File: src/design/lfsr_8bits.sv
`default_nettype none

module lfsr_8bits (
	input  wire        clk,
	input  wire        rst,
	input  wire        update,
	output logic [7:0] val
);

	// galois form of x^8 + x^6 + x^5 + x^4 + 1
	always_ff @(posedge clk) begin
		if (rst)
			val <= 8'h5a;
		else if (update)
			val <= {1'b0, val[7:1]} ^ (val[0] ? 8'hb8 : 8'h00);
	end

endmodule

`default_nettype wire

File: config.mk
export PLATFORM = sky130hd
export DESIGN_NAME = lfsr_8bits
export DESIGN_NICKNAME = d
export VERILOG_FILES = /design/src/design/lfsr_8bits.sv
export SDC_FILE = /design/constraint.sdc
export NUM_CORES = 1
export LEC_CHECK = 0
export ABC_AREA = 1
export BUFFER_PORTS_ARGS = -buffer_cell sky130_fd_sc_hd__buf_2
export CAP_MARGIN = 20
export CORE_AREA = 2 2 39 41
export CTS_CLUSTER_DIAMETER = 100
export DETAILED_ROUTE_END_ITERATION = 8
export DIE_AREA = 0 0 41 43
export GPL_TIMING_DRIVEN = 0
export PLACE_DENSITY_LB_ADDON = 0.1
export SYNTH_ARGS = -nofsm -noshare
export SYNTH_HDL_FRONTEND = slang
export SYNTH_SLANG_ARGS = --single-unit
File: constraint.sdc
create_clock -name clk -period 0.8 [get_ports clk]
set_input_delay 0.04 -clock clk [delete_from_list [all_inputs] [get_ports clk]]
set_output_delay 0.04 -clock clk [all_outputs]
set_load 0.02 [all_outputs]
== Yosys cells after proc, flatten, opt, wreduce, memory -nomap -nowiden ==
Index checks and enable logic that the tools add are counted.
W data, S select, Z words.
Operators by class
  multiplexer cells: 1
  bitwise logic cells: 1
Operator list (number)
  $mux W8: 1
  $xor A7 B8 Y8: 1
Storage, ports and cells
  bits in registers: 8
  word-level logic and storage cells: 3

== Depth between registers and ports, before layout ==
  depth in word-level cells: 2
  mapped depth: 5
  depth with buffers taken out: 5

== Worst setup path before layout ==
Ideal clock, no wire load.
  kind: register -> register
  start point: reg val[0]
  end point: reg val[5]
  library setup time: 109 ps
  arrival: 812 ps
  setup slack: -120 ps
  stages on the path, launching flop included: 6
  clock period less this slack: 920 ps
  path through: dfxtp_1 -> inv_1 -> nand2_1 -> nand3_1 -> nand2_1 -> inv_1
Between the ends
  cells in the longest elaborated chain, start to end: 2
Ends and longest elaborated chain
  from (decl): line 7  | output logic [7:0] val
  from (signal assigned): line 15  | val <= {1'b0, val[7:1]} ^ (val[0] ? 8'hb8 : 8'h00);
  $mux W8: line 15
  $xor A7 B8 Y8: line 15
Every way passes these cells.
A chain may end at the register's enable or synchronous reset.

== Final worst setup path ==
  start point: reg val[0]
  end point: out val[0]
No word-level cell between the ends.

==> results.cfg <==
[power_and_ir_drop]
p_comb_share_pct = 19.4
p_int_mw = 0.692
sw_frac_of_total_pct = 29.2
vdd_drop_max_uv = 636
p_leak_nw = 0.229
p_seq_share_pct = 47.6
clkPwrFrac_pct = 32.9
p_sw_mw = 0.286
power.density_mw_per_mm2 = 2150

[yosys]
synth.cell_area_um2 = 328
yosysWarningCount = 0
synth-seq-cells = 8
ys_seq_area_share_pct = 48.9
syn_area_per_cell_um2 = 7.28
synthCells = 45
syn-num-nets = 48
yosysUniqueCellTypes = 11

[timing]
max-slew-margin-rel_pct = 90.7
setup_tns_ns = 0
post-route-period-util_pct = 97.8
post-route-min-period_ns = 0.782
drv_slew = 0
clock.fmax_mhz = 1280
hold_violations = 0
fin_skew_ns = 0.00117
rsz0062_at_grt = true
finalSetupViolCount = 0
tightestPinTransition_ns = 0.138

[hold_path]
worstHoldStart = update
hp-class = in2reg

[worst_setup_path]
cpMaxStageDelayCell = dfxtp_4
cp_top_family = flip-flops
worst-setup-path-type = reg2out
required_ns = 0.76
max_stage_delay_ns = 0.37
cp_max_fo = 5
crit_arrival_ns = 0.74
r2r-start = val[0]
path_buf_inv = 1
crit_start = val[0]
cp_cell_sequence = buf_6
critPathCaptureType = output port
start_kind = flop

[clock_tree]
cts_inserted_buffers = 3
cts_buffer_depth = 2
post_cts_buffers = 0
root_buffer = clkbuf_4
htreeDepth = 1
cts_tree = done
clk_latency_ns = 0.25
clk_pin_slew_ns = 0.06
cts_sinks = 8

[placed_design]
gp_congestion = 0.658
placed_area_um2 = 397
hpwlAfterDp_um = 518
port_buffers = 9

[global_routing]
use_met3_pct = 3.14
grt_busiest_layer = met1
use_met2_pct = 11.6
grt_antenna_before_repair = 0
grt_pass1_wl_um = 1070
grt_max_degree = 11
overflow = 0
grt_pass1_vias = 263
track_usage_pct = 9.80
use_met1_pct = 12.8

[routing]
drtIter0Drc = 2
drcViolationCount = 0
firstDrtPassIters = 2
wl_um = 709
final_antenna_net_count = 0
vias_per_cell = 4.10
route.vias.total = 299
wl_per_cell_um = 9.71

[layout]
fin_util_pct = 32.9
largest_reg_flops = 8
areaGrowthSynthToFinish_pct = 38.9
finalNetCount = 62
fillers = 153
top_register = val
drive_above_1_share_pct = 42.1
final_cell_area_um2 = 455
reg_top3 = val x8
diodes = 0

[floorplan]
die_w_um = 41
fp-row-count = 14
die_area_mm2 = 0.00176
die_h_um = 43
core_mm2 = 0.00138
start_util_pct = 23.7
io_pins = 11

[outcome]
status = complete, no violations

[flow_run]
maxCapViolCount = 0
[what timing repair did]
item | 4_1_cts | 5_1_grt
setup endpoints to repair | 10 | 7
hold buffers | 0 | 0
gates resized for setup | 11 | 6
[Yosys cell counts, drive strengths merged]
| master | n | area share, % |
|---|---|---|
| dfxtp | 8 | 49 |
| o21ai | 4 | 6.1 |
| nor2 | 2 | 2.3 |
| a21oi | 6 | 10 |
| buf | 1 | 3.4 |
| nand2 | 15 | 17 |
| nand3 | 2 | 3.1 |
| inv | 7 | 8.8 |
[power by group through the flow]
stage	combinational, mW	clock, mW	sequential, mW
4_1_cts	0.186	0.333	0.465
2_1_floorplan	0.0765	0	0.507
3_3_place_gp	0.169	0	0.468
5_1_grt	0.211	0.355	0.471
3_5_place_dp	0.170	0	0.468
6_report	0.190	0.322	0.466
[metal layers]
metal  up-vias  wire, um
met5         -         0
met4         0         4
met3         2        34
met2         7       296
met1       125       375
li1        165         -
[layout make-up]
cell class	count	area (um2)	share of cell area, %
buffer	1	11.3	2.47
clock buffer	3	22.5	4.95
inverter	7	28.8	6.32
multi-input combinational	29	128	28.0
sequential	8	173	37.9
tap	16	20.0	4.40
timing repair buffer	9	72.6	15.9
[cell usage in the layout, fill, tap and decap left out, drive strengths merged]
cell type,count
a21oi,6
buf,10
clkbuf,3
dfxtp,8
inv,7
nand2,15
nand3,2
nor2,2
o21ai,4
[path summary, 6_finish.rpt]
kind / depth (start not counted) / end / slack, ns
max: 1 / val[0] / 0.02
min reg2reg: 2 / val[1] / 0.46
min: 2 / val[7] / 0.01
max reg2reg: 5 / val[3] / 0.05
[logic make-up after synthesis]
kind of cell,after synthesis,synth area share [%]
buf+inv,8,12.2
simple gates,19,22.5
flops,8,48.9
compound gates,10,16.4
[stage by stage]
step	hold slack, ns	power, mW	instances	worst slack [ns]
3_5_place_dp	0.291	0.638	70	0.00461
4_1_cts	0.00865	0.983	73	-0.0140
6_report	0.0125	0.978	73	0.0179
2_1_floorplan	0.135	0.583	45	-0.00723
5_1_grt	0.0149	1.04	73	-0.00910
3_3_place_gp	0.290	0.637	70	0.0103
(Power assumes the default switching activity.)
