--- src/common/icache_config.svh ---
`ifndef ICACHE_CONFIG_SVH
`define ICACHE_CONFIG_SVH

// cache geometry
`define ICACHE_LINE_BITS 256
`define ICACHE_WORD_BITS 64
`define ICACHE_WAYS 4
`define ICACHE_SETS 16

// refill bus beat width
`define ICACHE_BEAT_BITS 32

// fetch address split, msb to lsb
`define ICACHE_TAG_BITS 23
`define ICACHE_INDEX_BITS 4
`define ICACHE_WORD_OFFSET_BITS 2
`define ICACHE_BYTE_OFFSET_BITS 3

`endif

--- src/common/cache_pkg.sv ---
`default_nettype none
`include "icache_config.svh"

package cache_pkg;

	typedef struct packed {
		logic [`ICACHE_TAG_BITS-1:0]         tag;
		logic [`ICACHE_INDEX_BITS-1:0]       index;
		logic [`ICACHE_WORD_OFFSET_BITS-1:0] word_off;
		logic [`ICACHE_BYTE_OFFSET_BITS-1:0] byte_off;
	} addr_fields_t;

	// raw view for the bus, field view for the rams
	typedef union packed {
		logic [31:0]  raw;
		addr_fields_t fields;
	} fetch_addr_u;

	typedef struct packed {
		logic                        valid;
		logic [`ICACHE_TAG_BITS-1:0] tag;
	} tag_entry_t;

	typedef logic [`ICACHE_LINE_BITS/`ICACHE_WORD_BITS-1:0][`ICACHE_WORD_BITS-1:0] line_t;

	typedef enum logic [2:0] {
		idle,
		wait_ready,
		receiving,
		finish,
		flush_wait_ready,
		flush_receiving
	} ctrl_state_t;

endpackage

`default_nettype wire

--- src/common/mem_bus_pkg.sv ---
`default_nettype none
`include "icache_config.svh"

package mem_bus_pkg;

	typedef logic [`ICACHE_BEAT_BITS-1:0] beat_t;

	// beats per line minus one
	localparam logic [7:0] BURST_LEN = 8'(`ICACHE_LINE_BITS / `ICACHE_BEAT_BITS - 1);

	// log2 of bytes per beat
	localparam logic [2:0] BURST_SIZE = 3'd2;

endpackage

`default_nettype wire

--- src/icache/icache_ctrl.sv ---
`default_nettype none
`include "icache_config.svh"

module icache_ctrl (
	input  wire                           clk,
	input  wire                           rst,
	input  wire                           fetch_read,
	input  wire cache_pkg::fetch_addr_u   fetch_addr,
	input  wire                           flush_1,
	input  wire                           flush_2,
	input  wire [`ICACHE_WAYS-1:0]        hit,
	input  wire                           arready,
	input  wire                           rvalid,
	input  wire                           rlast,
	input  wire [7:0]                     lfsr_val,
	output logic                          stall,
	output logic [`ICACHE_INDEX_BITS-1:0] ram_index,
	output cache_pkg::fetch_addr_u        stage2_addr,
	output logic                          stage2_valid,
	output logic [`ICACHE_WAYS-1:0]       way_we,
	output logic                          beat_capture,
	output logic [2:0]                    beat_index,
	output logic                          lfsr_update,
	output logic                          arvalid,
	output logic [31:0]                   araddr,
	output logic [7:0]                    arlen,
	output logic                          rready
);

	localparam int way_bits = $clog2(`ICACHE_WAYS);
	localparam int line_off_bits = `ICACHE_WORD_OFFSET_BITS + `ICACHE_BYTE_OFFSET_BITS;

	cache_pkg::ctrl_state_t state;
	cache_pkg::ctrl_state_t state_d;
	logic                   miss;
	logic                   last_beat;
	logic                   fill_we;
	logic [31:0]            refill_addr;

	assign miss      = stage2_valid & ~(|hit);
	assign last_beat = rvalid & rlast;

	always_comb begin
		state_d = state;
		case (state)
			cache_pkg::idle, cache_pkg::finish: begin
				if (miss & ~flush_2)
					state_d = cache_pkg::wait_ready;
				else
					state_d = cache_pkg::idle;
			end
			cache_pkg::wait_ready: begin
				if (arready)
					state_d = flush_2 ? cache_pkg::flush_receiving : cache_pkg::receiving;
				else if (flush_2)
					state_d = cache_pkg::flush_wait_ready;
			end
			cache_pkg::flush_wait_ready: begin
				if (arready)
					state_d = cache_pkg::flush_receiving;
			end
			cache_pkg::receiving, cache_pkg::flush_receiving: begin
				if (last_beat)
					state_d = cache_pkg::finish;
				else if (flush_2)
					state_d = cache_pkg::flush_receiving;
			end
			default: state_d = cache_pkg::idle;
		endcase
	end

	// a cancelled fetch releases stage 2 while the burst drains
	assign stall = (state_d != cache_pkg::idle) & stage2_valid & ~flush_2;

	// replay lookup reads the refilled set
	assign ram_index = (state_d == cache_pkg::finish && stage2_valid) ?
		stage2_addr.fields.index : fetch_addr.fields.index;

	assign arvalid = (state == cache_pkg::wait_ready) || (state == cache_pkg::flush_wait_ready);
	assign rready  = (state == cache_pkg::receiving) || (state == cache_pkg::flush_receiving);
	assign araddr  = refill_addr;
	assign arlen   = mem_bus_pkg::BURST_LEN;

	assign beat_capture = (state == cache_pkg::receiving) & rvalid;
	assign fill_we      = (state == cache_pkg::receiving) & last_beat & ~flush_2;
	assign lfsr_update  = fill_we;

	always_comb begin
		for (int i = 0; i < `ICACHE_WAYS; i++)
			way_we[i] = fill_we && (lfsr_val[way_bits-1:0] == i);
	end

	always_ff @(posedge clk) begin
		if (rst) begin
			state      <= cache_pkg::idle;
			beat_index <= '0;
		end else begin
			state <= state_d;
			if (arvalid)
				beat_index <= '0;
			else if (rready & rvalid)
				beat_index <= beat_index + 3'd1;
		end
	end

	// line address frozen once the request is out
	always_ff @(posedge clk) begin
		if (state == cache_pkg::idle || state == cache_pkg::finish)
			refill_addr <= {stage2_addr.raw[31:line_off_bits], {line_off_bits{1'b0}}};
	end

	always_ff @(posedge clk) begin
		if (rst)
			stage2_valid <= 1'b0;
		else if (~stall)
			stage2_valid <= fetch_read & ~flush_1;
	end

	always_ff @(posedge clk) begin
		if (~stall)
			stage2_addr <= fetch_addr;
	end

endmodule

`default_nettype wire

--- config.mk ---
export PLATFORM = sky130hd
export DESIGN_NAME = icache_ctrl
export DESIGN_NICKNAME = d
export VERILOG_FILES = /design/src/common/cache_pkg.sv /design/src/common/mem_bus_pkg.sv /design/src/icache/icache_ctrl.sv
export VERILOG_INCLUDE_DIRS = /design/src /design/src/common
export SDC_FILE = /design/constraint.sdc
export NUM_CORES = 1
export LEC_CHECK = 0
export ABC_CLOCK_PERIOD_IN_PS = 4670
export BUFFER_PORTS_ARGS = -buffer_cell sky130_fd_sc_hd__buf_2
export CORE_MARGIN = 8
export CORE_UTILIZATION = 39
export DETAILED_ROUTE_END_ITERATION = 7
export GPL_ROUTABILITY_DRIVEN = 0
export PLACE_DENSITY_LB_ADDON = 0.12
export RECOVER_POWER = 100
export SLEW_MARGIN = 20
export SYNTH_ARGS = -nofsm -noshare
export SYNTH_HDL_FRONTEND = slang
export SYNTH_SLANG_ARGS = --single-unit
export TNS_END_PERCENT = 20
--- constraint.sdc ---
create_clock -name clk -period 4.67 [get_ports clk]
set_input_delay 0.467 -clock clk [delete_from_list [all_inputs] [get_ports clk]]
set_output_delay 0.467 -clock clk [all_outputs]
set_load 0.02 [all_outputs]
; ---- After elaboration in Yosys (flattened, before gate mapping)
; Index checks and enable logic that the tools add are counted.
[totals]
wordCells = 52
ff_bits = 66
in_bits = 52
out_inout_bits = 89
[op_classes]
add_sub_neg = 1
reduce_logical = 15
bitwise = 13
mux = 9
n_eq_ne = 9
[op_table]
columns = operator, n
row1 = $mux W3, 6
row2 = $pmux W3 S4, 1
row3 = $and A1 B1 Y1, 10
row4 = $eq A3 B2 Y1 const B, 3
row5 = $eq A3 B3 Y1 const B, 2
row6 = $reduce_or A2 Y1, 3
row7 = $logic_and A1 B1 Y1, 5
row8 = $eq A2 B2 Y1 const B, 2
row9 = $mux W4, 1
row10 = $reduce_or A4 Y1, 1
row11 = $add A3 B1 Y3 const B, 1
row12 = $eq A3 B1 Y1 const B, 1
row13 = $logic_not A3 Y1, 1
row14 = $logic_or A1 B1 Y1, 3
row15 = $not A1 Y1, 3
row16 = $reduce_bool A3 Y1, 1
row17 = $eq A2 B1 Y1 const B, 1
row18 = $logic_not A2 Y1, 1
row19 = $mux W1, 1

; ---- Logic depth before layout (Yosys ltp)
; Gate-level depths: netlist (run 1).
[depth]
word_depth = 9
depth_mapped = 6
mapped_depth_nobuf = 5

; ---- Worst setup path before layout (run 1)
; No wires, ideal clock.
[synth_path]
path_kind = register to output
from = register state[2]
to = output port stall
arrival_ns = 5.327
n_path_buf = 0
required_time_ns = 4.203
path_stages_with_launch = 4
slack_ns = -1.124
path_cell_list = dfxtp_1 -> or2_1 -> o311ai_0 -> inv_1
[synth_between]
elab_chain_len = 6
word_cells_on_any_way = 17
classes_between = eq/ne (5) / mux (6) / bitwise (2) / reduce/logical (4)
[synth_rtl]
columns = element, line
row1 = from (decl), icache_ctrl.sv:33  ; cache_pkg::ctrl_state_t state;
row2 = from (signal assigned), icache_ctrl.sv:95  ; state <= cache_pkg::idle;
row3 = from (signal assigned), icache_ctrl.sv:98  ; state <= state_d;
row4 = $eq A3 B2 Y1 (tied with other cells), icache_ctrl.sv:45  ; case (state)
row5 = $reduce_or A2 Y1 (tied with other cells), icache_ctrl.sv:45
row6 = $pmux W3 S4 (*), icache_ctrl.sv:45
row7 = $reduce_bool A3 Y1 (*), icache_ctrl.sv:73  ; assign stall = (state_d != cache_pkg::idle) & stage2_valid & ~flush_2;
row8 = $and A1 B1 Y1 (*) (2 in series), icache_ctrl.sv:73
row9 = to (decl), icache_ctrl.sv:16  ; output logic stall,
; Every way passes the cells marked *; elsewhere a longest branch is shown, timed or not.

; ---- Final worst setup path (run 1)
[layout_path]
from = register state[1]
to = output port ram_index[2]
[layout_between]
elab_chain_len = 6
word_cells_on_any_way = 17
classes_between = eq/ne (6) / mux (7) / reduce/logical (4)
[layout_rtl]
columns = element, line
row1 = $eq A3 B2 Y1 (tied with other cells), icache_ctrl.sv:45
row2 = $reduce_or A2 Y1 (tied with other cells), icache_ctrl.sv:45
row3 = $pmux W3 S4 (*), icache_ctrl.sv:45
row4 = $eq A3 B2 Y1 (*), icache_ctrl.sv:76  ; assign ram_index = (state_d == cache_pkg::finish && stage2_valid) ?
row5 = $logic_and A1 B1 Y1 (*), icache_ctrl.sv:76
row6 = $mux W4 (*), icache_ctrl.sv:76
row7 = to (decl), icache_ctrl.sv:17  ; output logic [`ICACHE_INDEX_BITS-1:0] ram_index,
; Marked as above.

==> metrics list, run 1 <==
* Outcome: finished with violations
- Failing checks: max-capacitance violations, max-slew violations
- At the pin with the least slew margin, the transition time is 1.81 ns.
- The core region is 0.00624 mm².
* Via count of the first global-routing pass: 1660
- Setup violations remaining at the end of the flow were counted as 0.
- Hold Path Class: input pin to register
- After synthesis the cells add up to 0.00247 mm².
- Data on the critical path is required at its endpoint by 4.20 ns.
* First-pass GRT wire length: 8380 µm
- Clk_lat worst skew: 0.33 ns
* Delay of the slowest cell on the worst path: 0.58 ns
- Across the whole layout, storage elements account for 0.00191 mm².
- In this run, synthesis produced a sequential element count of 66.
- The startpoint identified for the worst register-to-register timing path is state[1].
- Final Hold Vio Count: 0
* Internal power summed over all cells: 1.02 mW
- Largest fanout of any net on the critical path: 13
* Initial antenna violation count: 0
- In this run the deepest clock path goes through 2 buffers.
- Maximum achievable frequency: 314 MHz
* Overall via count from detail_route: 1603
- Wire per inst: 16.3 µm
- Number of inserted diodes: 0
- For this run the aggregate overflow at the end of global routing stands at 0.
- Remaining max-slew budget at the tightest pin: -0.206
- The worst hold path begins at fetch_addr[11].
- Sum of routed wire length over all layers: 5810 µm
- Top cells by instance count after synthesis: sky130_fd_sc_hd__edfxtp_1, sky130_fd_sc_hd__buf_4, sky130_fd_sc_hd__nor2_1
- In this run the number of H-tree levels came out at 3.
- In the final layout, the share of cells above drive strength 1 is 0.243.
- In this run the power spent charging and discharging nets is 0.302 mW.
- Slowest library cell on the worst path: sky130_fd_sc_hd__dfxtp_1
- Main flop type after synthesis: sky130_fd_sc_hd__edfxtp_1
- Entering global routing, the biggest net connects 34 pins.
- Relative to the synthesized area, the layout overhead comes to 30.6%.
* Post-route ant nets: 0
- Dividing total power by cell area gives a power density of 411 mW/mm².
* Net switching share of the total power: 0.228
- The die covers 0.00913 mm².
- Setup crit start: state[1]
- Root cell of the clock tree: sky130_fd_sc_hd__clkbuf_8
- Across all setup checks in the final design, the least slack found is 1.48 ns.
- Number of standard-cell rows in the floorplan: 29
* Share of the yosys chip area belonging to registers: 0.775
- Register clock-pin slew on the reported worst setup and hold paths: 0.07 ns
* Seq pwr share: 0.518
* Die Span Y: 95.5 µm
- Number of DRC markers in iteration 0: 56
* Initial Util: 0.395
* Ports: 141
* Area share of the leading cell type in the synthesized netlist: 0.718
- Ranked by total cell area, the synthesized netlist is headed by sky130_fd_sc_hd__edfxtp_1, sky130_fd_sc_hd__dfxtp_1, sky130_fd_sc_hd__buf_4.
- Before CTS, the worst setup slack after placement is 1.98 ns.
* TritonRoute pass-1 iters: 4
- Total setup buffers inserted after CTS: 0
* Hold buffers post-CTS: 0
- Cell taking the most area after synthesis: sky130_fd_sc_hd__edfxtp_1
- The analysis attributes to cell leakage a power of 1.29 nW.
- Counting every sink on the clock net gives 66.
* Crit path arrival time: 2.72 ns
* Period Utilization, post-route: 0.682
- Number of flops mapped to enable cells by yosys: 59
- In the global route stage, overall resource usage came out at 0.123.
* Hpwl dp: 4350 µm
- In the synthesized netlist the async set-or-reset flop fraction comes to 0.
* Number of buffers created by CTS: 9
- After synthesis, the netlist uses 39 different library cells.
- The critical path is of the register to output port type.
- Across the VDD grid, the largest voltage drop is 197 µV.
* Die W: 95.5 µm
* Vias per std cell: 4.49
- At the end of the flow, the number of nets in the layout was 328.
- Clock skew on the completed layout was measured at 0.00993 ns.
* Max-slew violations: 62
- During synthesis, Yosys emitted a total of 0 warnings.
- In the final layout, the multi-input gates occupy 463 µm².
- Mapped Cells: 145
- TritonCTS built the clock tree.
- After clock tree synthesis, the repair step resized 0 gates.
- For the final routed database, the setup TNS stands at 0 ns.
- For this run, design rule violations remaining after detail routing come to 0.
- Most instantiated library cell after synthesis: sky130_fd_sc_hd__edfxtp_1
- The worst setup path is captured at an output port.
- The average instance in the mapped netlist occupies 17.0 µm².
- I/O Buffers: 121
- Setup repair after global routing left no endpoint under its margin.
- Of the total power, the clock network draws 0.399.
* Filler Cell Count: 603
- Max-cap violations in this run came to 2.
* Min cycle time layout: 3.19 ns
- The worst setup path is launched from a register.
- Traced cell by cell, the critical path runs through or3b_1 -> o21ai_0 -> a32o_1 -> o211ai_1 -> mux2_4 -> clkbuf_1.
* Combinational group share of total power: 0.083
logic make-up after synthesis:
logic type	after synthesis	share of synthesized area
multiplexers	4	0.0243
flip-flops	66	0.775
buffers and inverters	18	0.0477
adder cells (fa/ha/maj)	1	0.00507
AO/OA/AOI/OAI	17	0.0588
AND/OR/NAND/NOR	34	0.0756
other	2	0.00304
XOR/XNOR	3	0.0107
state kept, by name, indices dropped and copies added, names as in the netlist:
signal and cells:
araddr 27, state 3, beat_index 3, stage2_addr 32, stage2_valid 1
layout make-up:
class,count,share of cell area
Timing Repair Buffer,123,0.161
Clock buffer,12,0.0450
Inverter,3,0.00350
Multi-Input combinational cell,72,0.144
Sequential cell,66,0.593
Tap cell,77,0.0299
Clock inverter,4,0.0237
worst max-delay path, delay by kind of cell (launching register included):
family                 cells  cell delay [ns]
AND/OR/NAND/NOR            1             0.46
flip-flops                 1             0.58
buffers and inverters      1             0.17
AO/OA/AOI/OAI              3             0.80
multiplexers               1             0.37
layer usage:
metal	track usage	vias up	wire length (µm)
li1	-	770	-
met5	0	-	0
met3	0.0472	15	613
met4	0.0743	0	131
met2	0.201	78	2810
met1	0.132	740	2260
placed cells by master, fill, tap and decap left out, drive strengths merged, types with 2 or more instances in the layout:
master / instances
clkbuf: 90
edfxtp: 59
buf: 45
conb: 13
nor2: 9
dfxtp: 7
nand2: 6
nor2b: 5
a21oi: 4
mux2: 4
o21ai: 3
inv: 3
nand3: 2
xor2: 2
bufinv: 2
nor3: 2
or2: 2
per-stage QoR:
step	hold WS [ns]	power, mW	instance area (µm²)	utilization	instances
5_1_grt	0.284	1.37	3220	0.516	357
3_3_place_gp	0.425	0.817	3140	0.503	341
4_1_cts	0.289	1.35	3360	0.539	357
6_report	0.308	1.32	3220	0.516	357
3_5_place_dp	0.431	0.819	3140	0.503	341
2_1_floorplan	0.536	0.768	2510	-	156
path summary, 6_finish.rpt:
check,endpoint,slack (ns),depth (start not counted)
max,ram_index[2],1.48,6
min,stage2_addr[11],0.31,1
max reg2reg,stage2_addr[30],1.96,3
min reg2reg,araddr[27],0.44,0
power groups by stage:
stage	Combinational [mW]	Sequential, mW	Clock (mW)
after global placement	0.121	0.696	0
after global routing	0.117	0.688	0.564
after CTS	0.122	0.684	0.542
final	0.110	0.685	0.527
after detailed placement	0.121	0.698	0
after floorplan	0.0299	0.738	0
Power figures use the tool's default switching activity.
==> inputs of run 2 (changes only) <==
Settings changed: ABC_CLOCK_PERIOD_IN_PS 4670 to 2900.
Clock period 4.67 ns to 2.9 ns, I/O delays scaled along.
==> metrics list, run 2 (synthesis results as in run 1) <==
- The hold slack was 0.124 ns (was 0.308 ns).
- Power density over the cells: 607 mW/mm² (was 411 mW/mm²)
* H-Tree Depth: 3 (unchanged)
- CTS-repair resized insts: 0 (unchanged)
* Hold Path Class: input pin to register (unchanged)
* Register clock-pin slew on the reported worst setup and hold paths: 0.07 ns (about the same)
- The worst setup path endpoint is ram_index[3] (was ram_index[2]).
- Timing would allow up to 384 MHz.
- Crit path arrival time: 2.32 ns (was 2.72 ns)
* First-pass GRT wire length: 7950 µm (was 8380 µm)
* Setup slack of the worst register-to-register path: 0.48 ns (was 1.96 ns)
- The area growth from synthesis to layout came to 29.0% (was 30.6%).
- TritonRoute pass-1 iters: 4 (unchanged)
* Outcome: finished with violations (unchanged)
- Overall via count from detail_route: 1610 (was 1603)
- Clk_lat worst skew: 0.33 ns (about the same)
* Via count of the first global-routing pass: 1588 (was 1660)
* R2R depth: 4 (was 3)
- The critical path launch point type is a register (unchanged).
* Failing checks: max-capacitance violations, max-slew violations (unchanged)
- Crit Path Category: register to output port (unchanged)
- Worst-margin pin slew: 1.52 ns (was 1.81 ns)
- The critical path startpoint is state[2] (was state[1]).
- The endpoint of the most critical register-to-register path was araddr[9] (was stage2_addr[30]).
* Period Utilization, post-route: 0.899
- Root cell of the clock tree: sky130_fd_sc_hd__clkbuf_8 (unchanged)
* Number of inserted diodes: 0 (unchanged)
* Hpwl dp: 4310 µm (was 4350 µm)
* Hold buffers post-CTS: 0 (unchanged)
- Finished Layout Cells: 358 (was 357)
* I/O Buffers: 121 (unchanged)
- CTS sink cnt: 66 (unchanged)
* Largest fanout of any net on the critical path: 9 (was 13)
* Number of maximum-capacitance constraint violations: 1 (was 2)
- Number of buffers created by CTS: 9 (unchanged)
* Instance count after placement with tap cells included: 342 (was 341)
- The global-route usage over all layers is 0.118 (was 0.123).
- Number of setup violations in the final report: 0 (unchanged)
- Nets: 329 (was 328)
- The launch instance of the worst register-to-register path is state[1] (unchanged).
- The number of DRC violations after detailed routing was 0 (unchanged).
* Register with the highest flop count: stage2_addr (unchanged)
- Vias per std cell: 4.50 (was 4.49)
* Share of cells above drive strength 1: 0.263 (was 0.243)
- Max-slew violations: 28 (was 62)
- The leakage power figure was 1.27 nW (was 1.29 nW).
* Initial Util: 0.395 (unchanged)
- The number of design-rule violations left by the first detailed-router iteration was 40 (was 56).
- The final hold violation count was 0 (unchanged).
- Min cycle time layout: 2.61 ns
- The post-route antenna net violation count was 0 (unchanged).
* RSZ-0062 raised after global routing: no (unchanged)
- The area of the placeable core came to 0.00624 mm² (unchanged).
- Total Neg Setup Slack: 0 ns (unchanged)
- Most frequent standard cell in the layout excluding fill and tap cells: sky130_fd_sc_hd__clkbuf_1 (unchanged)
* Wire per inst: 15.9 µm (was 16.3 µm)
- Max FFs per register: 32 (unchanged)
* Ports: 141 (unchanged)
- The number of placement rows is 29 (unchanged).
- The chip height was 95.5 µm (unchanged).
- The worst clock skew came to 0.00628 ns (was 0.00993 ns).
* Max clock buf depth: 2 (unchanged)
- Commonest cells after routing, fill and taps aside: sky130_fd_sc_hd__clkbuf_1, sky130_fd_sc_hd__edfxtp_1, sky130_fd_sc_hd__buf_2 (unchanged)
- Total setup buffers inserted after CTS: 0 (unchanged)
- Crit end category: output port (unchanged)
- The total global routing overflow is 0 (unchanged).
- The relative max-transition margin came to -0.0110 (was -0.206).
- Die W: 95.5 µm (unchanged)
- Post-Place Cell Area: 0.00315 mm² (was 0.00314 mm²)
* Initial antenna violation count: 0 (unchanged)
* Post-route design area: 0.00318 mm² (was 0.00322 mm²)
- The TritonCTS clock tree was yes (unchanged).
- Maximum vdd drop: 307 µV (was 197 µV)
- Die outline area: 0.00913 mm² (unchanged)
* Sum of routed wire length over all layers: 5700 µm (was 5810 µm)
- The pin count of the biggest net entering global routing came to 28 (was 34).
* Worst path required time: 2.61 ns (was 4.20 ns)
[run 2: cell count changes in the layout (fill, tap and decap cells not counted), sizes merged]
cell / previous run / this run
clkbuf: 90 / 83
inv: 3 / 4
buf: 45 / 50
clkinv: 1 / 3
clkinvlp: 1 / 3
bufinv: 2 / 0
[run 2: worst max-delay path, stage by stage (launching register included)]
cell                       delay, ns
sky130_fd_sc_hd__dfxtp_1        0.39
sky130_fd_sc_hd__or3b_1         0.52
sky130_fd_sc_hd__o21ai_4        0.13
sky130_fd_sc_hd__a32o_1         0.25
sky130_fd_sc_hd__o211ai_2       0.18
sky130_fd_sc_hd__mux2_1         0.35
sky130_fd_sc_hd__buf_2          0.16
[run 2: area by class of cell]
cell class	instances	area, µm²
clock buffers	9	124
fillers	602	3060
clock inverters	7	45.0
well taps	77	96.3
multi-input cells	72	463
flip-flops and latches	66	1910
inverters	3	11.3
repair buffers	124	532
[run 2: worst min path at each step]
stage / endpoint / start / slack [ns] / cells past startpoint
finish: stage2_addr[18] / fetch_addr[18] / 0.12 / 1
global route: stage2_addr[19] / fetch_addr[19] / 0.10 / 1
CTS: stage2_addr[2] / fetch_addr[2] / 0.11 / 1
detailed placement: araddr[27] / stage2_addr[27] / 0.43 / 0
global placement: araddr[18] / stage2_addr[18] / 0.42 / 0
floorplan: stage2_valid / rst / 0.36 / 1
[run 2: power breakdown]
group	total, mW	internal, mW	switching, mW
combinational	0.177	0.0488	0.129
sequential	1.10	1.08	0.0176
clock	0.652	0.306	0.346
[run 2: layer usage]
| layer | share of wire | vias to the layer above | track usage |
|---|---|---|---|
| met5 | 0 | - | 0 |
| met4 | 0.017 | 0 | 0.0653 |
| met3 | 0.10 | 10 | 0.0480 |
| met2 | 0.47 | 76 | 0.181 |
| met1 | 0.41 | 745 | 0.137 |
| li1 | - | 779 | - |
[run 2: per-stage QoR]
step / worst slack [ns] / util / total power [mW]
floorplan: 0.0542 / - / 1.24
global placement: 0.647 / 0.505 / 1.31
detailed placement: 0.631 / 0.505 / 1.32
CTS: 0.357 / 0.532 / 1.98
global route: 0.141 / 0.510 / 2.00
finish: 0.294 / 0.510 / 1.93
