### src/common/icache_config.svh
`ifndef ICACHE_CONFIG_SVH
`define ICACHE_CONFIG_SVH

// cache geometry
`define ICACHE_LINE_BITS 256
`define ICACHE_WORD_BITS 64
`define ICACHE_WAYS 4
`define ICACHE_SETS 16

// refill bus beat width
`define ICACHE_BEAT_BITS 32

// fetch address split, msb to lsb
`define ICACHE_TAG_BITS 23
`define ICACHE_INDEX_BITS 4
`define ICACHE_WORD_OFFSET_BITS 2
`define ICACHE_BYTE_OFFSET_BITS 3

`endif

### src/common/cache_pkg.sv
`default_nettype none
`include "icache_config.svh"

package cache_pkg;

	typedef struct packed {
		logic [`ICACHE_TAG_BITS-1:0]         tag;
		logic [`ICACHE_INDEX_BITS-1:0]       index;
		logic [`ICACHE_WORD_OFFSET_BITS-1:0] word_off;
		logic [`ICACHE_BYTE_OFFSET_BITS-1:0] byte_off;
	} addr_fields_t;

	// raw view for the bus, field view for the rams
	typedef union packed {
		logic [31:0]  raw;
		addr_fields_t fields;
	} fetch_addr_u;

	typedef struct packed {
		logic                        valid;
		logic [`ICACHE_TAG_BITS-1:0] tag;
	} tag_entry_t;

	typedef logic [`ICACHE_LINE_BITS/`ICACHE_WORD_BITS-1:0][`ICACHE_WORD_BITS-1:0] line_t;

	typedef enum logic [2:0] {
		idle,
		wait_ready,
		receiving,
		finish,
		flush_wait_ready,
		flush_receiving
	} ctrl_state_t;

endpackage

`default_nettype wire

### src/common/mem_bus_pkg.sv
`default_nettype none
`include "icache_config.svh"

package mem_bus_pkg;

	typedef logic [`ICACHE_BEAT_BITS-1:0] beat_t;

	// beats per line minus one
	localparam logic [7:0] BURST_LEN = 8'(`ICACHE_LINE_BITS / `ICACHE_BEAT_BITS - 1);

	// log2 of bytes per beat
	localparam logic [2:0] BURST_SIZE = 3'd2;

endpackage

`default_nettype wire

### src/icache/line_fill_buffer.sv
`default_nettype none
`include "icache_config.svh"

module line_fill_buffer (
	input  wire                     clk,
	input  wire                     rst,
	input  wire                     beat_capture,
	input  wire [2:0]               beat_index,
	input  wire mem_bus_pkg::beat_t rdata,
	output cache_pkg::line_t        fill_line
);

	localparam int beats = `ICACHE_LINE_BITS / (8 << mem_bus_pkg::BURST_SIZE);

	mem_bus_pkg::beat_t [beats-2:0] beat_q;

	always_ff @(posedge clk) begin
		if (rst)
			beat_q <= '0;
		else if (beat_capture && beat_index != 3'(beats - 1))
			beat_q[beat_index] <= rdata;
	end

	// last beat goes straight from the bus into the top word
	assign fill_line = {rdata, beat_q};

endmodule

`default_nettype wire

### config.mk
export PLATFORM = sky130hd
export DESIGN_NAME = line_fill_buffer
export DESIGN_NICKNAME = d
export VERILOG_FILES = /design/src/common/cache_pkg.sv /design/src/common/mem_bus_pkg.sv /design/src/icache/line_fill_buffer.sv
export VERILOG_INCLUDE_DIRS = /design/src /design/src/common
export SDC_FILE = /design/constraint.sdc
export NUM_CORES = 1
export LEC_CHECK = 0
export BUFFER_PORTS_ARGS = -buffer_cell sky130_fd_sc_hd__buf_2
export CORE_MARGIN = 4
export CORE_UTILIZATION = 45
export DETAILED_ROUTE_END_ITERATION = 16
export PLACE_DENSITY = 0.77
export SKIP_CTS_REPAIR_TIMING = 1
export SLEW_MARGIN = 20
export SYNTH_ARGS = -nofsm -noshare
export SYNTH_HDL_FRONTEND = slang
export SYNTH_SLANG_ARGS = --single-unit
export TNS_END_PERCENT = 30
### constraint.sdc
create_clock -name clk -period 2.3 [get_ports clk]
set_input_delay 0.46 -clock clk [delete_from_list [all_inputs] [get_ports clk]]
set_output_delay 0.46 -clock clk [all_outputs]
set_load 0.005 [all_outputs]
* After elaboration in Yosys (flattened, before gate mapping)
Index checks and enable logic that the tools add are counted.
** Operators by class
- Add/sub/neg operators :: 0
- $mul :: 0
- Divide/modulo/power cells :: 0
- Magnitude comparators :: 2
- Equality and inequality tests :: 1
- Shifts and indexed selects :: 0
- Multiplexer cells :: 3
- Bitwise gates (word level) :: 0
- Reduce and logical (&&, ||, !) cells :: 2
** Operators by type and width (number)
- 224-bit bitwise mux :: 1
- 32-bit demux with 3-bit select :: 1
- 32-bit two-way mux :: 1
- 3-bit by 4-bit less-than comparator with 1-bit output (second input constant) :: 1
- 3-bit by 1-bit greater-or-equal comparator with 1-bit output (second input constant) :: 1
- 3-bit inequality test (second input constant) :: 1
- 1-bit logical AND :: 2
** Word-level totals
- Flip-flop bits (word level) :: 224
- Latch bits :: 0
- RAM bits :: 0
- Bits in read-only memories :: 0
- Input bits :: 38
- Output and inout bits :: 256
- Word-level logic and storage cells :: 15
- Memories :: 0

* Logic depth before layout (Yosys ltp)
Gate-level depths: netlist of run 1.
- Depth in word-level cells :: 5
- Mapped depth :: 5
- Mapped depth without buffers :: 2

* Worst setup path after synthesis of run 1
No wires, ideal clock.
- Kind :: input -> register
- From :: in beat_index[0]
- To :: reg beat_q, in the netlist fill_line[24]
- Setup time :: 125 ps
- Arrival time :: 1481 ps
- Data required time :: 2175 ps
- Path slack :: 693 ps
- Stages :: 5
- Path buffers :: 3
- Cell sequence :: buf_2 -> or4b_4 -> buf_6 -> buf_6 -> mux2i_1
** Between the ends
- Longest elaborated chain between the ends :: 5
** RTL lines
- from (decl) :: line line_fill_buffer.sv:8 : input wire [2:0] beat_index,
- 3-bit by 4-bit less-than comparator with 1-bit output (not written as such) / 3-bit by 1-bit greater-or-equal comparator with 1-bit output (equally long branches) :: line line_fill_buffer.sv:21 : beat_q[beat_index] <= rdata;
- 1-bit logical AND (not written as such) :: line line_fill_buffer.sv:21
- 32-bit two-way mux (not written as such) :: line line_fill_buffer.sv:21
- 32-bit demux with 3-bit select :: line line_fill_buffer.sv:21
- 224-bit bitwise mux :: line line_fill_buffer.sv:21
- to (signal, indexed assignment) :: line line_fill_buffer.sv:21
- to (decl) :: line line_fill_buffer.sv:15 : mem_bus_pkg::beat_t [beats-2:0] beat_q;
Several ways; a longest one is shown, not always the timed one.
A chain may end at the register's enable or synchronous reset.

* Final worst setup path of run 1
- From :: reg beat_q, in the netlist fill_line[143]
- To :: out fill_line[143] (netlist name)
** RTL lines
- to (decl) :: line line_fill_buffer.sv:10 : output cache_pkg::line_t fill_line
No word-level cell between the ends.

==> results of run 1 <==
-- cells by family (layout without fill, tap and decap cells) --
logic type	after synthesis	count (layout)	synth area share, %
flops	224	224	50.25
simple gates	265	265	19.01
buf+inv	88	357	5.622
mux	224	224	25.12
-- worst min-delay path: cells and delay by family --
family	cells	cell delay, ns
mux	1	0.16
buf+inv	1	0.09
simple gates	1	0.16
-- area by class of cell --
| cell class | count | area share, % |
|---|---|---|
| Clock buffer | 30 | 5.812 |
| Clock inverter | 11 | 1.011 |
| Multi-Input combinational cell | 489 | 35.37 |
| Sequential cell | 224 | 39.83 |
| Tap cell | 265 | 2.945 |
| Timing Repair Buffer | 316 | 15.03 |
-- per-layer routing --
layer / global-route usage (%) / routed length [um] / vias to the layer above
met5: 0 / 0 / -
met1: 25.52 / 9857 / 3061
li1: - / - / 3118
met3: 6.442 / 1968 / 31
met2: 33.67 / 11170 / 200
met4: 4.851 / 426 / 0
-- power by group through the flow --
stage	combinational (mW)	clock, mW	sequential (mW)
finish	0.583	3.77	4.01
global route	0.632	4.04	4.02
CTS	0.591	3.85	4.01
detailed placement	0.589	0	4.10
global placement	0.583	0	4.09
floorplan	0.353	0	4.10
-- stage by stage --
step | utilization (%) | cell area, um2 | hold WS, ns | total power [mW]
after global placement | 53.90 | 10490 | 0.4542 | 4.677
after detailed placement | 53.90 | 10490 | 0.4615 | 4.684
after CTS | 57.85 | 11260 | 0.3958 | 8.457
final | 57.85 | 11260 | 0.4079 | 8.363
after floorplan | - | 8925 | 0.4650 | 4.454
after global routing | 57.85 | 11260 | 0.4259 | 8.688
-- cells in the mapped netlist --
library cell  count  area, um2
nor4b_1           1      8.760
nand4bb_1         3      33.78
and4bb_2          1      12.51
buf_6             3      33.78
nand2b_1        256       1602
mux2i_1         224       2242
buf_4            32      240.2
buf_2            23      115.1
nand4b_1          3      26.28
clkbuf_1         30      112.6
or4b_4            1      13.76
dfxtp_1         224       4484
-- worst max-delay path by stage --
stage                     depth (start not counted)                         from  slack [ns]                          to
final                                             1  fill_line[143]$_SDFFE_PP0P_        0.84              fill_line[143]
after global routing                              1  fill_line[143]$_SDFFE_PP0P_        0.80              fill_line[143]
after CTS                                         1  fill_line[143]$_SDFFE_PP0P_        0.83              fill_line[143]
after detailed placement                          4                beat_index[2]        0.41  fill_line[86]$_SDFFE_PP0P_
after global placement                            4                beat_index[2]        0.42  fill_line[90]$_SDFFE_PP0P_
after floorplan                                   5                beat_index[0]        0.69  fill_line[24]$_SDFFE_PP0P_
==> summary.md, run 1 <==
| Metric | Value |
|---|---|
| Max-slew headroom | 63.60% |
| Pwr Density | 742.8 nW/um2 |
| HP Start | rdata[10] |
| CP Launch Type | flip-flop |
| Post-route ant nets | 0 |
| Ys Warns | 0 |
| Die ar. | 22150 um2 |
| GPL Wtd Cong | 0.7758 |
| Clk_skew | 0 ns |
| Sequential-to-total area share from yosys stat | 50.25% |
| Post-Layout Cell Count | roughly 1300 |
| Power share of the combinational group | approximately 7% |
| Setup CP Type | flip-flop to primary output |
| Site Rows | 51 |
| Clock latency on the worst-skew pair | 0.50 ns |
| First drt pass iteration count | 4 |
| TritonCTS Buffers | 24 |
| R2r startpoint | fill_line[12]$_SDFFE_PP0P_ |
| N_diodes | 0 |
| Final Hold Violating Endpoints | 0 |
| Final Critical Period | 1.460 ns |
| Die height | 148.8 um |
| Clock share of power | 45.1% |
| Final period util | a little under two thirds |
| Layout cell share with drive strength beyond 1 | 33.55% |
| Gate Count Post-Synth | 801 |
| All-Layer GR Usage | 20.16% |
| Worst hold path type | input pin to flip-flop |
| Longest Clk Path Bufs | 3 |
| Synth-to-Final Area Change | 26.15% |
| Max Cap Viol | 0 |
| Final max-slew violation count | 0 |
| Filler cells | 1681 |
| Multi-input logic area | 3983 um2 |
| First-pass GRT wire length | 36.21 mm |
| Sw power | 1.877 mW |
| Flop pwr share | 48.0% |
| Core area | 19460 um2 |
| Port bufs | 293 |
| Final setup fails | 0 |
| Number of flip-flops under the largest register name | around 220 |
| Crit-path max cell delay | 0.36 ns |
| Detail Placement HPWL | 16.37 mm |
| RSZ-0062 raised after global routing | false |
| Peak supply drop | 0.5571 mV |
| Critical path, cell by cell | buf_2 |
| Via density | 4.801 |
| CTS tree | built |
| PnR worst setup slack | 0.8405 ns |
| Vias in the first global route | 6539 |
| FF-to-FF path depth | 2 |
| Starting density of the core | between 40% and 50% |
| Cell Int Power | 6.486 mW |
| Die width | 148.8 um |
| Slew @ Worst Pin | 0.5461 ns |
| Leak pwr | between 6 and 7 nW |
| Critical path peak fanout | 2 |
| Flip-flop and latch area | 4484 um2 |
| Via count | 6410 |
| Syn Nets | 839 |
| Switching Fraction | between 20 and 25% |
| Final WL | 23.42 mm |
| Data arrival, critical path | 1.00 ns |
| Worst R2R Setup Slack | 1.66 ns |
| Cell area after synthesis | 8925 um2 |
| Fmax achieved | 685.1 MHz |
| FF+latch count, synth | ~220 |
| Req. time, crit path | 1.84 ns |
| Clock-pin slew on the worst setup and hold paths | 0.06 ns |
| Top delay family on crit path | flip-flops |
| Grt ovf | 0 |
| Fin Setup TNS | 0 ns |
| Mean post-synth cell area | 11.14 um2 |
| Ports | roughly 290 |
| Worst Hold End | fill_line[170]$_SDFFE_PP0P_ |
| Worst hold path cell count | 3 |
| Status | finished clean |
| Clock root cell | clkbuf_16 |
| Largest net degree at the start of global routing | a little under 70 |
| H-tree Lvls | 1 |
| Commonest non-fill, non-tap cell in the layout | buf_2 |
| Placed insts | 1294 |
| Initial DRC count | approximately 160 |
| CP bufs+invs | 1 |
| Residual DRC | 0 |
| Count of different cell masters after synthesis | 12 |
| CP Capture Type | primary output |
| Initial antenna violation count | 0 |
| Worst R2R End | fill_line[12]$_SDFFE_PP0P_ |
| Dpl ws | between 0.4 and 0.5 ns |
| Clock sink total | between 200 and 250 |
| Wire per inst | 17.54 um |
| Final #Nets | about 1100 |
| Most frequent cells in the layout | 292 x buf_2, 256 x nand2b_1, 224 x mux2i_1, 224 x dfxtp_1, 25 x clkbuf_16 |
| Slowest-stage cell, CP | dfxtp_1 |
(Power assumes the default switching activity.)
==> run 2, diff against run 1 <==
--- a/config.mk
+++ b/config.mk
@@ -6,6 +6,7 @@
 export SDC_FILE = /design/constraint.sdc
 export NUM_CORES = 1
 export LEC_CHECK = 0
+export ABC_AREA = 1
 export BUFFER_PORTS_ARGS = -buffer_cell sky130_fd_sc_hd__buf_2
 export CORE_MARGIN = 4
 export CORE_UTILIZATION = 45
==> constraint.sdc (replaced) <==
create_clock -name clk -period 1.4 [get_ports clk]
set_input_delay 0.28 -clock clk [delete_from_list [all_inputs] [get_ports clk]]
set_output_delay 0.28 -clock clk [all_outputs]
set_load 0.005 [all_outputs]
==> summary.md, run 2 <==
| Metric | Value |
|---|---|
| Longest Clk Path Bufs | 3 (unchanged) |
| Syn Nets | 1336 (+59%) |
| Worst hold path type | input pin to flip-flop |
| Fin Setup TNS | 0 ns (unchanged) |
| Slowest-stage cell, CP | dfxtp_1 |
| GPL Wtd Cong | 0.8491 (+9.4%) |
| Multi-input logic area | 3765 um2 (-5.5%) |
| Clock latency on the worst-skew pair | 0.50 ns (about the same) |
| Share of Yosys cell area claimed by the top area cell type | 49.83% (-0.42 points) |
| Mean post-synth cell area | 6.934 um2 (-38%) |
| Final period util | slightly above 90% |
| Worst hold path cell count | 5 (+2) |
| Sequential-to-total area share from yosys stat | 49.83% (-0.42 points) |
| Req. time, crit path | 1.12 ns (-0.72 ns) |
| Layout cell share with drive strength beyond 1 | 24.85% (-8.7 points) |
| Core area | 19590 um2 (+0.66%) |
| Largest area contributor in the netlist | dfxtp_1 |
| Data arrival, critical path | 1.02 ns (+0.02 ns) |
| Post-synth top flop | dfxtp_1 |
| Leak pwr | 5.749 nW (-6.1%) |
| Final Hold Violating Endpoints | 0 (unchanged) |
| First drt pass iteration count | 5 (+1) |
| Die width | 149.4 um (+0.40%) |
| Number of flip-flops under the largest register name | 224 (unchanged) |
| Top delay family on crit path | flip-flops |
| Site Rows | 51 (unchanged) |
| CP Capture Type | primary output |
| All-Layer GR Usage | 24.15% (+4.0 points) |
| Filler cells | 1787 (+6.3%) |
| EDFF count, synth | 0 (unchanged) |
| Cell area after synthesis | 9000 um2 (+0.84%) |
| R2r startpoint | fill_line[152]$_SDFFE_PP0P_ |
| Initial antenna violation count | 2 (+2) |
| Gate Count Post-Synth | 1298 (+62%) |
| Setup CP Type | flip-flop to primary output |
| Slew @ Worst Pin | 0.4245 ns (-0.1216 ns) |
| Top-count cell post-synth | nor2_1 |
| Final max-slew violation count | 0 (unchanged) |
| Die height | 149.4 um (+0.40%) |
| Post-route ant nets | 0 (unchanged) |
| Clk_skew | 0 ns (unchanged) |
| Pwr Density | 1267 nW/um2 (+71%) |
| Via count | 9109 (+42%) |
| Final #Nets | 1569 (+44%) |
| Crit-path max cell delay | 0.38 ns (+0.02 ns) |
| Commonest non-fill, non-tap cell in the layout | nor2_1 |
| Synth-to-Final Area Change | 28.93% |
| Clock sink total | 224 (unchanged) |
| Synth top cells by count | 456 x nor2_1, 230 x nand2_1, 224 x dfxtp_1, 224 x nand3_1, 53 x buf_2 |
| Wire per inst | 15.63 um (-11%) |
| Grt ovf | 0 (unchanged) |
| TritonCTS Buffers | 24 (unchanged) |
| Flip-flop and latch area | 4484 um2 (unchanged) |
| Dpl ws | 0.02038 ns (-0.3927 ns) |
| Die ar. | 22330 um2 (+0.79%) |
| Synth area leaders | dfxtp_1 50%, nor2_1 19%, nand3_1 12%, nand2_1 9.6%, buf_2 2.9% |
| Peak supply drop | 0.7184 mV (+29%) |
| CP Launch Type | flip-flop |
| Critical path, cell by cell | buf_2 |
| FF-to-FF path depth | 2 (unchanged) |
| Ys async rst share | 0% (unchanged) |
| Final Critical Period | 1.296 ns |
| Final setup fails | 0 (unchanged) |
| Clock-pin slew on the worst setup and hold paths | 0.06 ns (about the same) |
| Via density | 5.016 (+4.5%) |
| Worst Hold End | fill_line[116]$_SDFFE_PP0P_ |
| Vias in the first global route | 8085 (+24%) |
| Worst R2R End | fill_line[152]$_SDFFE_PP0P_ |
| FF+latch count, synth | 224 (unchanged) |
| Largest net degree at the start of global routing | 68 (unchanged) |
| Detail Placement HPWL | 19.52 mm (+19%) |
| Critical path peak fanout | 2 (unchanged) |
| Most frequent cells in the layout | 448 x nor2_1, 293 x buf_2, 230 x nand2_1 |
| Finished Core Util | 59.23% (+1.4 points) |
| H-tree Lvls | 1 (unchanged) |
| CP bufs+invs | 1 (unchanged) |
| PnR worst setup slack | 0.1036 ns (-0.7368 ns) |
| Port bufs | 293 (unchanged) |
| Starting density of the core | 45.94% (+0.084 points) |
| First-pass GRT wire length | 43.54 mm (+20%) |
| Ports | 294 (unchanged) |
| Initial DRC count | 570 (+270%) |
| Worst R2R Setup Slack | 0.79 ns (-0.87 ns) |
| Residual DRC | 0 (unchanged) |
| Final WL | 28.38 mm (+21%) |
| Max-slew headroom | 71.67% (+8.1 points) |
| RSZ-0062 raised after global routing | false |
| Count of different cell masters after synthesis | 12 (unchanged) |
| HP Start | rdata[20] |
| Clock root cell | clkbuf_16 |
| Max Cap Viol | 0 (unchanged) |
| CTS tree | built |
| Fmax achieved | approximately 770 MHz |
| Ys Warns | 0 (unchanged) |
| Status | finished clean |
-- run 2: cell count changes in the layout (fill, tap and decap cells not counted), moves of 5 or more --
cell	before	now
nand3_1	0	224
inv_1	0	35
nor2_4	0	6
mux2i_1	224	0
nand2_1	0	230
nor2_1	0	448
nand2b_1	256	0
nor2_2	0	5
buf_12	4	25
buf_4	20	11
clkbuf_8	1	8
-- run 2: metal layers --
layer	share of wire, %	track usage [%]	routed length (um)
met1	41	32.25	11610
met4	4.0	10.39	1149
met3	8.7	4.997	2468
met2	46	38.08	13150
met5	0	0	0
-- run 2: cell families after synthesis --
logic type	share of synthesized area, %
buffers and inverters	8.786
flip-flops	49.83
AND/OR/NAND/NOR	41.39
-- run 2: report_power, final --
group,internal [mW],switching (mW)
clock network,3.87,2.52
registers,6.60,0.126
logic,0.604,0.978
-- run 2: how the worst max path moves through the flow --
stage | from | endpoint | slack, ns | depth (start not counted)
global placement | beat_index[0] | fill_line[11]$_SDFFE_PP0P_ | 0.04 | 7
finish | fill_line[128]$_SDFFE_PP0P_ | fill_line[128] | 0.10 | 1
floorplan | beat_capture | fill_line[0]$_SDFFE_PP0P_ | 0.26 | 7
global route | fill_line[128]$_SDFFE_PP0P_ | fill_line[128] | 0.07 | 1
CTS | fill_line[203]$_SDFFE_PP0P_ | fill_line[203] | 0.09 | 1
detailed placement | beat_index[0] | fill_line[12]$_SDFFE_PP0P_ | 0.02 | 7
-- run 2: layout make-up --
class | count | share of cell area [%]
repair buffers | 329 | 17.66
clock buffers | 36 | 6.437
multi-input cells | 913 | 32.45
clock inverters | 8 | 0.5931
diodes | 2 | 0.04313
well taps | 265 | 2.857
flip-flops and latches | 224 | 38.65
inverters | 39 | 1.316
-- run 2: stage by stage --
stage / instance area [um2] / hold WS [ns] / cells / total power [mW]
after floorplan: 9000 / 0.4799 / 1298 / 7.766
after global placement: 10780 / 0.4576 / 1770 / 8.412
after detailed placement: 10780 / 0.4656 / 1770 / 8.442
after CTS: 11600 / 0.2467 / 1814 / 14.77
after global routing: 11600 / 0.2766 / 1816 / 15.27
final: 11600 / 0.2488 / 1816 / 14.70
==> run 3, diff against run 2 <==
--- a/config.mk
+++ b/config.mk
@@ -9,9 +9,10 @@
 export ABC_AREA = 1
 export BUFFER_PORTS_ARGS = -buffer_cell sky130_fd_sc_hd__buf_2
 export CORE_MARGIN = 4
-export CORE_UTILIZATION = 45
+export CORE_UTILIZATION = 51
 export DETAILED_ROUTE_END_ITERATION = 16
-export PLACE_DENSITY = 0.77
+export PLACE_DENSITY = 0.85
+export SETUP_SLACK_MARGIN = 0.2
 export SKIP_CTS_REPAIR_TIMING = 1
 export SLEW_MARGIN = 20
 export SYNTH_ARGS = -nofsm -noshare
==> summary.md, run 3 (synthesis results as in run 2) <==
| Metric | Value |
|---|---|
| Status | finished clean |
| Multi-input logic area | 3770 um2 (+0.13%) |
| Top delay family on crit path | flip-flops |
| Stages on worst setup path | 1 (unchanged) |
| Via count | 9334 (+2.5%) |
| Final #Nets | 1574 (+0.32%) |
| CP bufs+invs | 1 (unchanged) |
| Clock-pin slew on the worst setup and hold paths | 0.06 ns (about the same) |
| HP Start | rst |
| Flip-flop and latch area | 4599 um2 (+2.6%) |
| Initial antenna violation count | 1 (-1) |
| Cell Int Power | 10.96 mW (-0.99%) |
| Clock sink total | 224 (unchanged) |
| Leak pwr | 5.811 nW (+1.1%) |
| Clk_skew | 0 ns (unchanged) |
| Worst R2R End | fill_line[205]$_SDFFE_PP0P_ |
| Residual DRC | 0 (unchanged) |
| Clock share of power | 42.5% (-1.0 points) |
| Pwr Density | 1228 nW/um2 (-3.1%) |
| Crit-path max cell delay | 0.36 ns (-0.02 ns) |
| Vias in the first global route | 8313 (+2.8%) |
| Slew @ Worst Pin | 0.4474 ns (+0.02287 ns) |
| Synth-to-Final Area Change | 32.02% |
| First drt pass iteration count | 5 (unchanged) |
| Flop pwr share | 46.3% (+0.5 points) |
| Via density | 5.253 (+4.7%) |
| Most frequent cells in the layout | 448 x nor2_1, 252 x buf_2, 230 x nand2_1 |
| Critical path peak fanout | 2 (unchanged) |
| Sw power | 3.629 mW (about the same) |
| Max-slew headroom | 70.14% (-1.5 points) |
| Final setup fails | 0 (unchanged) |
| Hold slack | 0.09543 ns (-0.1534 ns) |
| Peak supply drop | 0.9888 mV (+38%) |
| Core area | 17300 um2 (-12%) |
| TritonCTS Buffers | 23 (-4.2%) |
| Final period util | 90.52% (-2.1 points) |
| CTS tree | built |
| Layout cell share with drive strength beyond 1 | 30.69% (+5.8 points) |
| Worst Hold End | fill_line[191]$_SDFFE_PP0P_ |
| Slowest-stage cell, CP | dfxtp_1 |
| Req. time, crit path | 1.12 ns (about the same) |
| Final Critical Period | 1.267 ns (-0.02909 ns) |
| RSZ-0062 raised after global routing | true |
| Fmax achieved | 789.1 MHz (+2.3%) |
| Filler cells | 1388 (-22%) |
| Detail Placement HPWL | 18.93 mm (-3.1%) |
| Fin Setup TNS | 0 ns (unchanged) |
| All-Layer GR Usage | 27.19% (+3.0 points) |
| Site Rows | 48 (-5.9%) |
| CP Launch Type | flip-flop |
| H-tree Lvls | 1 (unchanged) |
| Ports | 294 (unchanged) |
| GPL Wtd Cong | 0.8588 (+1.1%) |
| Max Cap Viol | 0 (unchanged) |
| Setup CP Type | flip-flop to primary output |
| Switching Fraction | 24.87% (+0.19 points) |
| Commonest non-fill, non-tap cell in the layout | nor2_1 |
| Longest Clk Path Bufs | 3 (unchanged) |
| Number of flip-flops under the largest register name | 224 (unchanged) |
| Clock root cell | clkbuf_16 |
| Largest net degree at the start of global routing | 65 (-4.4%) |
| R2r startpoint | fill_line[205]$_SDFFE_PP0P_ |
| Grt ovf | 0 (unchanged) |
| Die ar. | 19840 um2 (-11%) |
| Final Hold Violating Endpoints | 0 (unchanged) |
| FF-to-FF path depth | 3 (+1) |
| CP Capture Type | primary output |
| Data arrival, critical path | 0.99 ns (-0.03 ns) |
| Final WL | 29.02 mm (+2.2%) |
| Worst hold path cell count | 4 (-1) |
| Worst R2R Setup Slack | 0.64 ns (-0.15 ns) |
| Clock latency on the worst-skew pair | 0.51 ns (about the same) |
| Initial DRC count | 782 (+37%) |
| Starting density of the core | 52.03% (+6.1 points) |
| Wire per inst | 16.33 um (+4.5%) |
| Die height | 140.8 um (-5.7%) |
| Die width | 140.8 um (-5.7%) |
| Critical path, cell by cell | buf_2 |
| Final max-slew violation count | 0 (unchanged) |
| Post-route ant nets | 0 (unchanged) |
| Worst hold path type | input pin to flip-flop |
| Port bufs | 293 (unchanged) |
| Power share of the combinational group | 11.2% (+0.4 points) |
| First-pass GRT wire length | 44.21 mm (+1.5%) |
[run 3: per-stage QoR]
stage / cells / instance area, um2 / setup WS, ns / util, % / power, mW
2_1_floorplan: 1298 / 9000 / 0.2572 / - / 7.766
3_3_place_gp: 1730 / 10700 / 0.1130 / 61.86 / 8.389
3_5_place_dp: 1730 / 10700 / 0.09443 / 61.86 / 8.426
4_1_cts: 1770 / 11460 / 0.05564 / 66.27 / 14.55
5_1_grt: 1777 / 11880 / 0.1058 / 68.69 / 15.14
6_report: 1777 / 11880 / 0.1327 / 68.69 / 14.59
[run 3: power by group through the flow]
stage          registers (mW)  logic [mW]  clock network, mW
2_1_floorplan            6.87       0.899                  0
3_3_place_gp             6.86        1.53                  0
3_5_place_dp             6.86        1.56                  0
4_1_cts                  6.72        1.57               6.26
5_1_grt                  6.77        1.81               6.57
6_report                 6.75        1.64               6.20
[run 3: how the worst max path moves through the flow]
stage	slack, ns	end	startpoint
final	0.13	fill_line[121]	fill_line[121]$_SDFFE_PP0P_
after global routing	0.11	fill_line[22]	fill_line[22]$_SDFFE_PP0P_
after CTS	0.06	fill_line[207]	fill_line[207]$_SDFFE_PP0P_
after detailed placement	0.09	fill_line[81]$_SDFFE_PP0P_	beat_index[1]
after global placement	0.11	fill_line[109]$_SDFFE_PP0P_	beat_index[1]
after floorplan	0.26	fill_line[0]$_SDFFE_PP0P_	beat_capture
[run 3: per-layer routing]
layer	track usage, %	part of all wire (%)
met1	35.45	39
met2	45.64	48
met3	4.953	9.4
met4	9.230	3.2
met5	0	0
[run 3: worst register-to-register path, stage by stage (launching register included)]
cell	delay, ns
dfxtp_2	0.33
buf_4	0.13
nor2_1	0.13
nor2_1	0.06
[run 3: area by class of cell]
class,instances,area share (%)
Clock buffer,33,5.666
Tap cell,225,2.369
Inverter,39,1.285
Antenna cell,1,0.02106
Clock inverter,7,0.7477
Multi-Input combinational cell,913,31.73
Sequential cell,224,38.71
Timing Repair Buffer,335,19.47
